`src/hw/meta_pkg.sv`:
```
// dispatch queue payload types
// one 30-bit fifo word, a kind tag plus a 29-bit body
// the body is read either as a packet descriptor or as a control command
// field widths fixed for four processing units

`default_nettype none

package meta_pkg;

	// ====================
	// field widths
	// ====================
	localparam int BUF_PTR_W = 16;
	localparam int LEN_W     = 11;
	localparam int PU_ID_W   = 2;

	typedef logic [PU_ID_W-1:0] pu_id_t;

	typedef enum logic {
		kind_pkt  = 1'b0,
		kind_ctrl = 1'b1
	} payload_kind_e;

	// packet descriptor, 29 bits
	typedef struct packed {
		logic [BUF_PTR_W-1:0] buf_ptr;
		logic [LEN_W-1:0]     len;
		pu_id_t               pu;
	} pkt_desc_t;

	// control command, 29 bits
	// op 1 enables the unit, op 0 disables it
	typedef struct packed {
		logic        op;
		pu_id_t      pu;
		logic [25:0] rsvd;
	} ctrl_cmd_t;

	// same 29 bits, two decodes
	typedef union packed {
		pkt_desc_t pkt;
		ctrl_cmd_t ctrl;
	} payload_body_u;

	// fifo word
	typedef struct packed {
		payload_kind_e kind;
		payload_body_u body;
	} pu_queue_payload_type;

endpackage

`default_nettype wire

```
`src/hw/pu_pkg.sv`:
```
// processing unit side definitions
// unit count, enable mask and the info sent with a start pulse
// start info widths follow the descriptor fields of meta_pkg

`default_nettype none

package pu_pkg;

	// ====================
	// unit constants
	// ====================
	localparam int NUM_PU = 4;

	// one bit per unit, also used for start and ready vectors
	typedef logic [NUM_PU-1:0] pu_mask_t;

	// ====================
	// start command
	// ====================
	// 27 bits, buffer pointer and length of the started packet
	typedef struct packed {
		logic [meta_pkg::BUF_PTR_W-1:0] buf_ptr;
		logic [meta_pkg::LEN_W-1:0]     len;
	} pu_start_t;

endpackage

`default_nettype wire

```
`src/hw/sfifo_ctrl.sv`:
```
// pointer and flag controller for a power-of-two synchronous fifo
// rd and wr must already be qualified by the caller
// a read on empty or a write on full corrupts the state
// flags are registered from the next-state count

`timescale 1ns/1ps
`default_nettype none

module sfifo_ctrl #(
	parameter int DEPTH_NBITS = 3
) (
	input  logic                   clk,
	input  logic                   rst_n,
	input  logic                   rd,
	input  logic                   wr,
	output logic [DEPTH_NBITS-1:0] rptr,
	output logic [DEPTH_NBITS-1:0] wptr,
	output logic [DEPTH_NBITS:0]   count,
	output logic                   full,
	output logic                   empty,
	output logic                   fullm1
);

	localparam int DEPTH = 1 << DEPTH_NBITS;

	localparam logic [DEPTH_NBITS:0] CNT_FULL   = (DEPTH_NBITS+1)'(DEPTH);
	localparam logic [DEPTH_NBITS:0] CNT_FULLM1 = (DEPTH_NBITS+1)'(DEPTH - 1);

	logic [DEPTH_NBITS:0] ncount;

	// ====================
	// next-state count
	// ====================
	always_comb begin
		case ({wr, rd})
			2'b10:   ncount = count + 1'b1;
			2'b01:   ncount = count - 1'b1;
			// both or neither leaves occupancy alone
			default: ncount = count;
		endcase
	end

	// ====================
	// pointers and flags
	// ====================
	always_ff @(posedge clk) begin
		if (!rst_n) begin
			rptr   <= '0;
			wptr   <= '0;
			count  <= '0;
			full   <= 1'b0;
			empty  <= 1'b1;
			fullm1 <= 1'b0;
		end else begin
			// pointers wrap naturally at the power-of-two depth
			if (rd) begin
				rptr <= rptr + 1'b1;
			end
			if (wr) begin
				wptr <= wptr + 1'b1;
			end
			count  <= ncount;
			full   <= (ncount == CNT_FULL);
			empty  <= (ncount == '0);
			fullm1 <= (ncount == CNT_FULLM1);
		end
	end

endmodule

`default_nettype wire

```
`src/hw/sfifo_pu_queue_payload.sv`:
```
// payload fifo with registered fall-through output
// inner fifo is the storage array plus sfifo_ctrl, outer stage holds the head
// dout is the head whenever empty is low
// total capacity is 2**DEPTH_NBITS, the head register counts as one entry
// rd must only be raised when empty is low, wr only when full is low

`timescale 1ns/1ps
`default_nettype none

module sfifo_pu_queue_payload #(
	parameter int DEPTH_NBITS = 3
) (
	input  logic                           clk,
	input  logic                           rst_n,
	input  meta_pkg::pu_queue_payload_type din,
	input  logic                           rd,
	input  logic                           wr,
	output meta_pkg::pu_queue_payload_type dout,
	output logic [DEPTH_NBITS:0]           count,
	output logic                           full,
	output logic                           empty
);

	localparam int DEPTH = 1 << DEPTH_NBITS;

	logic [DEPTH_NBITS-1:0] ff_rptr;
	logic [DEPTH_NBITS-1:0] ff_wptr;
	logic [DEPTH_NBITS:0]   ff_count;
	logic                   ff_empty;
	logic                   ff_fullm1;
	logic                   ff_rd;
	logic                   ff_wr;
	logic                   nempty;

	meta_pkg::pu_queue_payload_type ff_dout;
	meta_pkg::pu_queue_payload_type fifod [DEPTH];

	// ====================
	// inner fifo
	// ====================
	// pop the array only when it holds something behind the head
	assign ff_rd = rd & ~ff_empty;
	// write bypasses the array when the head is free or is being freed with nothing behind it
	assign ff_wr = wr & ~(empty | (ff_empty & rd));

	sfifo_ctrl #(
		.DEPTH_NBITS(DEPTH_NBITS)
	) u_sfifo_ctrl (
		.clk    (clk),
		.rst_n  (rst_n),
		.rd     (ff_rd),
		.wr     (ff_wr),
		.rptr   (ff_rptr),
		.wptr   (ff_wptr),
		.count  (ff_count),
		.full   (),
		.empty  (ff_empty),
		.fullm1 (ff_fullm1)
	);

	always_ff @(posedge clk) begin
		if (ff_wr) begin
			fifod[ff_wptr] <= din;
		end
	end

	assign ff_dout = fifod[ff_rptr];

	// ====================
	// head register
	// ====================
	// empty only when the last entry leaves without a refill
	assign nempty = (wr == rd) ? empty : (~wr & rd & ff_empty);

	always_ff @(posedge clk) begin
		if (!rst_n) begin
			empty <= 1'b1;
		end else begin
			empty <= nempty;
		end
	end

	// refill from the array when it has data, else take din directly
	always_ff @(posedge clk) begin
		if ((wr & empty) | rd) begin
			dout <= (rd & ~ff_empty) ? ff_dout : din;
		end
	end

	// ====================
	// outer status
	// ====================
	assign count = ff_count + {{DEPTH_NBITS{1'b0}}, ~empty};
	// array at depth-1 implies a held head, so the total is at depth
	assign full  = ff_fullm1;

endmodule

`default_nettype wire

```
`src/hw/pu_queue_writer.sv`:
```
// producer side of the dispatch queue
// wr and din are combinational from the strobes and full
// a command beats a descriptor in the same cycle, the descriptor is dropped
// drop_count saturates at all ones

`timescale 1ns/1ps
`default_nettype none

module pu_queue_writer (
	input  logic                           clk,
	input  logic                           rst_n,
	input  logic                           desc_valid,
	input  meta_pkg::pkt_desc_t            desc,
	input  logic                           cmd_valid,
	input  meta_pkg::ctrl_cmd_t            cmd,
	input  logic                           full,
	output logic                           wr,
	output meta_pkg::pu_queue_payload_type din,
	output logic [15:0]                    drop_count
);

	logic [1:0]  n_strobe;
	logic [1:0]  n_drop;
	logic [16:0] drop_sum;

	// ====================
	// payload select
	// ====================
	always_comb begin
		if (cmd_valid) begin
			din.kind      = meta_pkg::kind_ctrl;
			din.body.ctrl = cmd;
		end else begin
			din.kind     = meta_pkg::kind_pkt;
			din.body.pkt = desc;
		end
	end

	assign wr = (desc_valid | cmd_valid) & ~full;

	// ====================
	// drop accounting
	// ====================
	// strobes seen minus the one written, covers full and collision alike
	assign n_strobe = {1'b0, desc_valid} + {1'b0, cmd_valid};
	assign n_drop   = n_strobe - {1'b0, wr};
	assign drop_sum = {1'b0, drop_count} + {15'd0, n_drop};

	always_ff @(posedge clk) begin
		if (!rst_n) begin
			drop_count <= '0;
		end else if (drop_sum[16]) begin
			// saturate
			drop_count <= '1;
		end else begin
			drop_count <= drop_sum[15:0];
		end
	end

endmodule

`default_nettype wire

```
`src/hw/pu_dispatch.sv`:
```
// consumer side of the dispatch queue
// rd is combinational from the head entry, empty, pu_ready and enable_mask
// pu_start and start_info are registered one cycle after the pop
// head-of-line blocking while the head unit is enabled and not ready

`timescale 1ns/1ps
`default_nettype none

module pu_dispatch (
	input  logic                           clk,
	input  logic                           rst_n,
	input  meta_pkg::pu_queue_payload_type dout,
	input  logic                           empty,
	input  pu_pkg::pu_mask_t               pu_ready,
	output logic                           rd,
	output pu_pkg::pu_mask_t               pu_start,
	output pu_pkg::pu_start_t              start_info,
	output pu_pkg::pu_mask_t               enable_mask,
	output logic [15:0]                    discard_count
);

	logic is_pkt;
	logic is_cmd;
	logic pkt_en;
	logic start;
	logic discard;

	// ====================
	// head decode
	// ====================
	assign is_pkt  = ~empty & (dout.kind == meta_pkg::kind_pkt);
	assign is_cmd  = ~empty & (dout.kind == meta_pkg::kind_ctrl);
	assign pkt_en  = enable_mask[dout.body.pkt.pu];
	// disabled unit, drop without waiting on ready
	assign discard = is_pkt & ~pkt_en;
	assign start   = is_pkt & pkt_en & pu_ready[dout.body.pkt.pu];
	// commands never wait
	assign rd      = is_cmd | discard | start;

	// ====================
	// registered outputs
	// ====================
	always_ff @(posedge clk) begin
		if (!rst_n) begin
			pu_start      <= '0;
			enable_mask   <= '1;
			discard_count <= '0;
		end else begin
			pu_start <= '0;
			if (start) begin
				pu_start[dout.body.pkt.pu] <= 1'b1;
			end
			if (is_cmd) begin
				enable_mask[dout.body.ctrl.pu] <= dout.body.ctrl.op;
			end
			if (discard && discard_count != 16'hffff) begin
				discard_count <= discard_count + 1'b1;
			end
		end
	end

	// only meaningful alongside pu_start
	always_ff @(posedge clk) begin
		if (start) begin
			start_info.buf_ptr <= dout.body.pkt.buf_ptr;
			start_info.len     <= dout.body.pkt.len;
		end
	end

endmodule

`default_nettype wire

```
`src/hw/pu_queue_top.sv`:
```
// dispatch queue top level, writer into payload fifo into dispatcher
// DEPTH_NBITS sets the queue depth to 2**DEPTH_NBITS entries
// descriptor strobe to pu_start is two edges for an idle, ready, enabled unit

`timescale 1ns/1ps
`default_nettype none

module pu_queue_top #(
	parameter int DEPTH_NBITS = 3
) (
	input  logic                   clk,
	input  logic                   rst_n,
	input  logic                   desc_valid,
	input  meta_pkg::pkt_desc_t    desc,
	input  logic                   cmd_valid,
	input  meta_pkg::ctrl_cmd_t    cmd,
	input  pu_pkg::pu_mask_t       pu_ready,
	output pu_pkg::pu_mask_t       pu_start,
	output pu_pkg::pu_start_t      start_info,
	output pu_pkg::pu_mask_t       enable_mask,
	output logic [15:0]            drop_count,
	output logic [15:0]            discard_count,
	output logic [DEPTH_NBITS:0]   count
);

	logic                           wr;
	logic                           rd;
	logic                           full;
	logic                           empty;
	meta_pkg::pu_queue_payload_type din;
	meta_pkg::pu_queue_payload_type dout;

	pu_queue_writer u_writer (
		.clk        (clk),
		.rst_n      (rst_n),
		.desc_valid (desc_valid),
		.desc       (desc),
		.cmd_valid  (cmd_valid),
		.cmd        (cmd),
		.full       (full),
		.wr         (wr),
		.din        (din),
		.drop_count (drop_count)
	);

	sfifo_pu_queue_payload #(
		.DEPTH_NBITS(DEPTH_NBITS)
	) u_queue (
		.clk   (clk),
		.rst_n (rst_n),
		.din   (din),
		.rd    (rd),
		.wr    (wr),
		.dout  (dout),
		.count (count),
		.full  (full),
		.empty (empty)
	);

	pu_dispatch u_dispatch (
		.clk           (clk),
		.rst_n         (rst_n),
		.dout          (dout),
		.empty         (empty),
		.pu_ready      (pu_ready),
		.rd            (rd),
		.pu_start      (pu_start),
		.start_info    (start_info),
		.enable_mask   (enable_mask),
		.discard_count (discard_count)
	);

endmodule

`default_nettype wire

```
`config.mk`:
```
export PLATFORM = sky130hd
export DESIGN_NAME = pu_queue_top
export DESIGN_NICKNAME = d
export VERILOG_FILES = /design/src/hw/meta_pkg.sv /design/src/hw/pu_pkg.sv /design/src/hw/sfifo_ctrl.sv /design/src/hw/sfifo_pu_queue_payload.sv /design/src/hw/pu_queue_writer.sv /design/src/hw/pu_dispatch.sv /design/src/hw/pu_queue_top.sv
export SDC_FILE = /design/constraint.sdc
export NUM_CORES = 1
export LEC_CHECK = 0
export BUFFER_PORTS_ARGS = -buffer_cell sky130_fd_sc_hd__buf_2
export CAP_MARGIN = 25
export CORE_MARGIN = 5
export CORE_UTILIZATION = 55
export DETAILED_ROUTE_END_ITERATION = 10
export GPL_TIMING_DRIVEN = 1
export PLACE_DENSITY = 0.75
export SLEW_MARGIN = 20
export SYNTH_ARGS = -nofsm -noshare
export SYNTH_HDL_FRONTEND = slang
export SYNTH_SLANG_ARGS = --single-unit
```
`constraint.sdc`:
```
create_clock -name clk -period 6.06 [get_ports clk]
set_input_delay 0.909 -clock clk [delete_from_list [all_inputs] [get_ports clk]]
set_output_delay 0.909 -clock clk [all_outputs]
set_load 0.02 [all_outputs]
```
==> impl_metrics.py <==
metrics = {
    "run_status": {
        "run_status": "complete, no violations",
    },
    "synth": {
        "ys_seq_elements": 353,
        "synth_async_sr_flop_share_pct": 0,
        "synth.cell_area_um2": 14300,
        "netlist_top_cells_count": "297 x sky130_fd_sc_hd__edfxtp_1, 86 x sky130_fd_sc_hd__mux2_2, 62 x sky130_fd_sc_hd__mux4_2",
        "postSynthAreaPerCell_um2": 18.1,
        "synth_top_cells_by_area": "sky130_fd_sc_hd__edfxtp_1 63%, sky130_fd_sc_hd__mux4_2 9.8%, sky130_fd_sc_hd__dfxtp_1 7.9%",
        "synth.yosys.seq_area_share_pct": 70.4,
        "yosysMostFrequentCell": "sky130_fd_sc_hd__edfxtp_1",
        "post_synth_edffs": 297,
        "warnings_from_yosys": 0,
        "yosys.area.top_type_share_pct": 62.6,
        "syn_inst": 788,
        "synth_fp_nets": 868,
        "synth-main-ff-cell": "sky130_fd_sc_hd__edfxtp_1",
        "synth_area_leader_cell": "sky130_fd_sc_hd__edfxtp_1",
        "synth_cell_type_count": 53,
    },
    "clock_tree": {
        "clk_root_buffer_cell": "sky130_fd_sc_hd__clkbuf_16",
        "h-tree-depth": 2,
        "cts_post_setup_buffers_inserted": 0,
        "post_cts_hold_buffer_count": 0,
        "cts_tree": "done",
        "ctsResizeCount": 0,
        "clk_latency_ns": 0.52,
        "clk_pin_slew_ns": 0.06,
        "cts-root-to-sink-buffers": 3,
        "cts_buffers": 37,
        "tritoncts_num_sinks": 353,
    },
    "power_and_ir_drop": {
        "power.static_leakage_nw": 5.75,
        "p_per_area_nw_per_um2": 346,
        "max-vdd-ir-drop_v": 0.000235,
    },
    "detailed_routing": {
        "met2RoutedLength_um": 14000,
        "ant_nets": 0,
        "wl_per_cell_um": 21.4,
        "via_per_inst": 5.72,
        "top_layer": "met4",
        "initialDrtViolationCount": 538,
        "dr.pass1.iters": 5,
        "drc": 0,
        "met1Wirelength_um": 12000,
        "wl_um": 28000,
        "overall_via_count_from_detail_route": 7487,
        "met3WireLength_um": 1630,
    },
    "place": {
        "gp_routability_congestion": 0.802,
        "port_buffers": 136,
        "place.detailed.hpwl_um": 16100,
    },
    "global_routing": {
        "gr-usage-all-layers_pct": 19.5,
        "grt_pass1_wl_um": 43700,
        "first_global_vias": 7659,
        "number_of_antenna_violations_at_the_first_check_in_global_routing": 0,
        "globalRouteOverflowTotal": 0,
        "grt_start_max_net_pins": 61,
    },
    "final_layout": {
        "final_layout_size_suffix_gt1_share_pct": 39.7,
        "number_of_nets_in_the_layout": 1026,
        "num-fill-cells": 1744,
        "antenna_cells_inserted": 0,
        "area_growth_pct": 17.1,
    },
    "floorplanning": {
        "die-height_um": 171,
        "effective_utilization_at_floorplan_pct": 55.3,
        "core_area_um2": 25800,
        "boundaryPins": 137,
        "placementRows": 59,
        "die-area_um2": 29200,
        "die_width_um": 171,
    },
    "timing": {
        "holdWs_ns": 0.418,
        "slew_viol_final": 0,
        "finalSetupTns_ns": 0,
        "report.final.hold_viol_count": 0,
        "fmax_ghz": 0.273,
        "clock_skew_ns": 0.0174,
        "max_slew.worst_pin.slew_ns": 0.989,
        "max_slew_margin_pct": 34.1,
        "final.period_utilization_pct": 60.4,
        "grt_setup_unrepaired": "false",
        "setup_violations": 0,
        "fin_crit_ns": 3.66,
    },
    "min_path": {
        "timing.hold.worst.class": "reg -> reg",
    },
    "setup_path": {
        "worst_setup_path_start_kind": "primary input",
        "setup.worst_path.class": "in -> reg",
        "worst_ep_arrival_time_ns": 4.10,
        "critPathCaptureType": "flip-flop",
        "timing.critical_path.required_ns": 6.50,
        "worstPathMaxFanout": 39,
    },
    "job": {
        "drv.max_cap_violation_count": 0,
    },
}
## worst max-delay path, cell delays in order
cell and delay, ns:
sky130_fd_sc_hd__buf_2 0.12, sky130_fd_sc_hd__buf_4 0.49, sky130_fd_sc_hd__inv_1 0.09, sky130_fd_sc_hd__ha_1 0.31, sky130_fd_sc_hd__inv_1 0.06, sky130_fd_sc_hd__ha_1 0.15
sky130_fd_sc_hd__xor2_1 0.24, sky130_fd_sc_hd__fa_1 0.30, sky130_fd_sc_hd__nand4_1 0.16, sky130_fd_sc_hd__nor3_1 0.25, sky130_fd_sc_hd__and2_1 0.24, sky130_fd_sc_hd__nand4_1 0.45
sky130_fd_sc_hd__a21oi_1 0.31
## final cells by class
cell class | instances | area (um^2) | share of cell area (%)
Clock inverter | 24 | 320 | 1.92
Timing Repair Buffer | 155 | 863 | 5.17
Multi-Input combinational cell | 381 | 4030 | 24.1
Sequential cell | 353 | 10000 | 60.2
Tap cell | 335 | 419 | 2.51
Clock buffer | 44 | 952 | 5.70
Inverter | 18 | 67.6 | 0.405
## layout by cell type, fill, tap and decap left out, types with 5 or more instances in the layout
cell,n
sky130_fd_sc_hd__buf_4,17
sky130_fd_sc_hd__clkbuf_1,7
sky130_fd_sc_hd__edfxtp_1,297
sky130_fd_sc_hd__clkbuf_16,37
sky130_fd_sc_hd__bufinv_16,7
sky130_fd_sc_hd__xnor2_1,18
sky130_fd_sc_hd__a21oi_1,22
sky130_fd_sc_hd__and2_1,5
sky130_fd_sc_hd__mux4_2,62
sky130_fd_sc_hd__nor3_1,10
sky130_fd_sc_hd__nand3_1,15
sky130_fd_sc_hd__nand2_1,26
sky130_fd_sc_hd__and3_1,8
sky130_fd_sc_hd__mux2i_1,8
sky130_fd_sc_hd__dfxtp_1,53
sky130_fd_sc_hd__nor2_1,28
sky130_fd_sc_hd__mux2_2,86
sky130_fd_sc_hd__ha_1,13
sky130_fd_sc_hd__clkinv_2,10
sky130_fd_sc_hd__buf_2,136
sky130_fd_sc_hd__xor2_1,10
sky130_fd_sc_hd__inv_1,17
sky130_fd_sc_hd__nand4_1,9
## power breakdown
group	total (mW)	switching [mW]	internal, mW
sequential	2.88	0.0920	2.79
combinational	0.546	0.287	0.259
clock	2.34	0.910	1.43
total	5.77	1.29	4.48
## per-stage QoR
step	cells	area [um^2]	worst slack, ns	power (mW)	util (%)
after global placement	1240	15400	1.99	3.47	59.6
after global routing	1310	16700	2.14	6.00	64.8
after CTS	1310	16700	2.41	5.83	64.8
final	1310	16700	2.40	5.77	64.8
after detailed placement	1242	15400	1.87	3.49	59.9
after floorplan	788	14300	0.423	3.31	-
## registers in the layout, indices dropped and copies added (netlist names), 3 cells and up, named ones only
signal and cells:
u_dispatch.pu_start 4, u_queue.u_sfifo_ctrl.count 4, u_queue.dout 30, u_dispatch.discard_count 16, u_queue.fifod 240, u_queue.u_sfifo_ctrl.rptr 3
u_queue.u_sfifo_ctrl.wptr 3, u_dispatch.start_info 27, u_writer.drop_count 16, u_dispatch.enable_mask 4
## per-layer routing
metal | GRT usage [%] | up-vias
met5 | 0 | -
met4 | 4.65 | 0
met3 | 3.23 | 38
met2 | 32.7 | 221
met1 | 27.3 | 3800
li1 | - | 3428
## worst paths after layout
path	start	to	slack, ns	cells after the start
worst min register to register	u_queue.dout[21]	u_dispatch.start_info[19]	0.42	0
worst max-delay path	cmd_valid	u_writer.drop_count[1]	2.40	13
worst max register to register	u_queue.dout[0]	u_queue.u_sfifo_ctrl.fullm1	2.61	12
worst min-delay path	u_queue.dout[21]	u_dispatch.start_info[19]	0.42	0
## cells by family after synthesis
| logic type | count (synthesis) | share of synthesized area (%) |
|---|---|---|
| adders and majority gates | 14 | 1.28 |
| xor gates and xnor gates | 28 | 1.72 |
| and+or+nand+nor | 134 | 5.14 |
| muxes | 158 | 17.3 |
| buffers and inverters | 54 | 1.77 |
| AOI/OAI and AO/OA | 47 | 2.34 |
| DFF | 353 | 70.4 |
No activity file was read; power rests on OpenSTA's default activity.
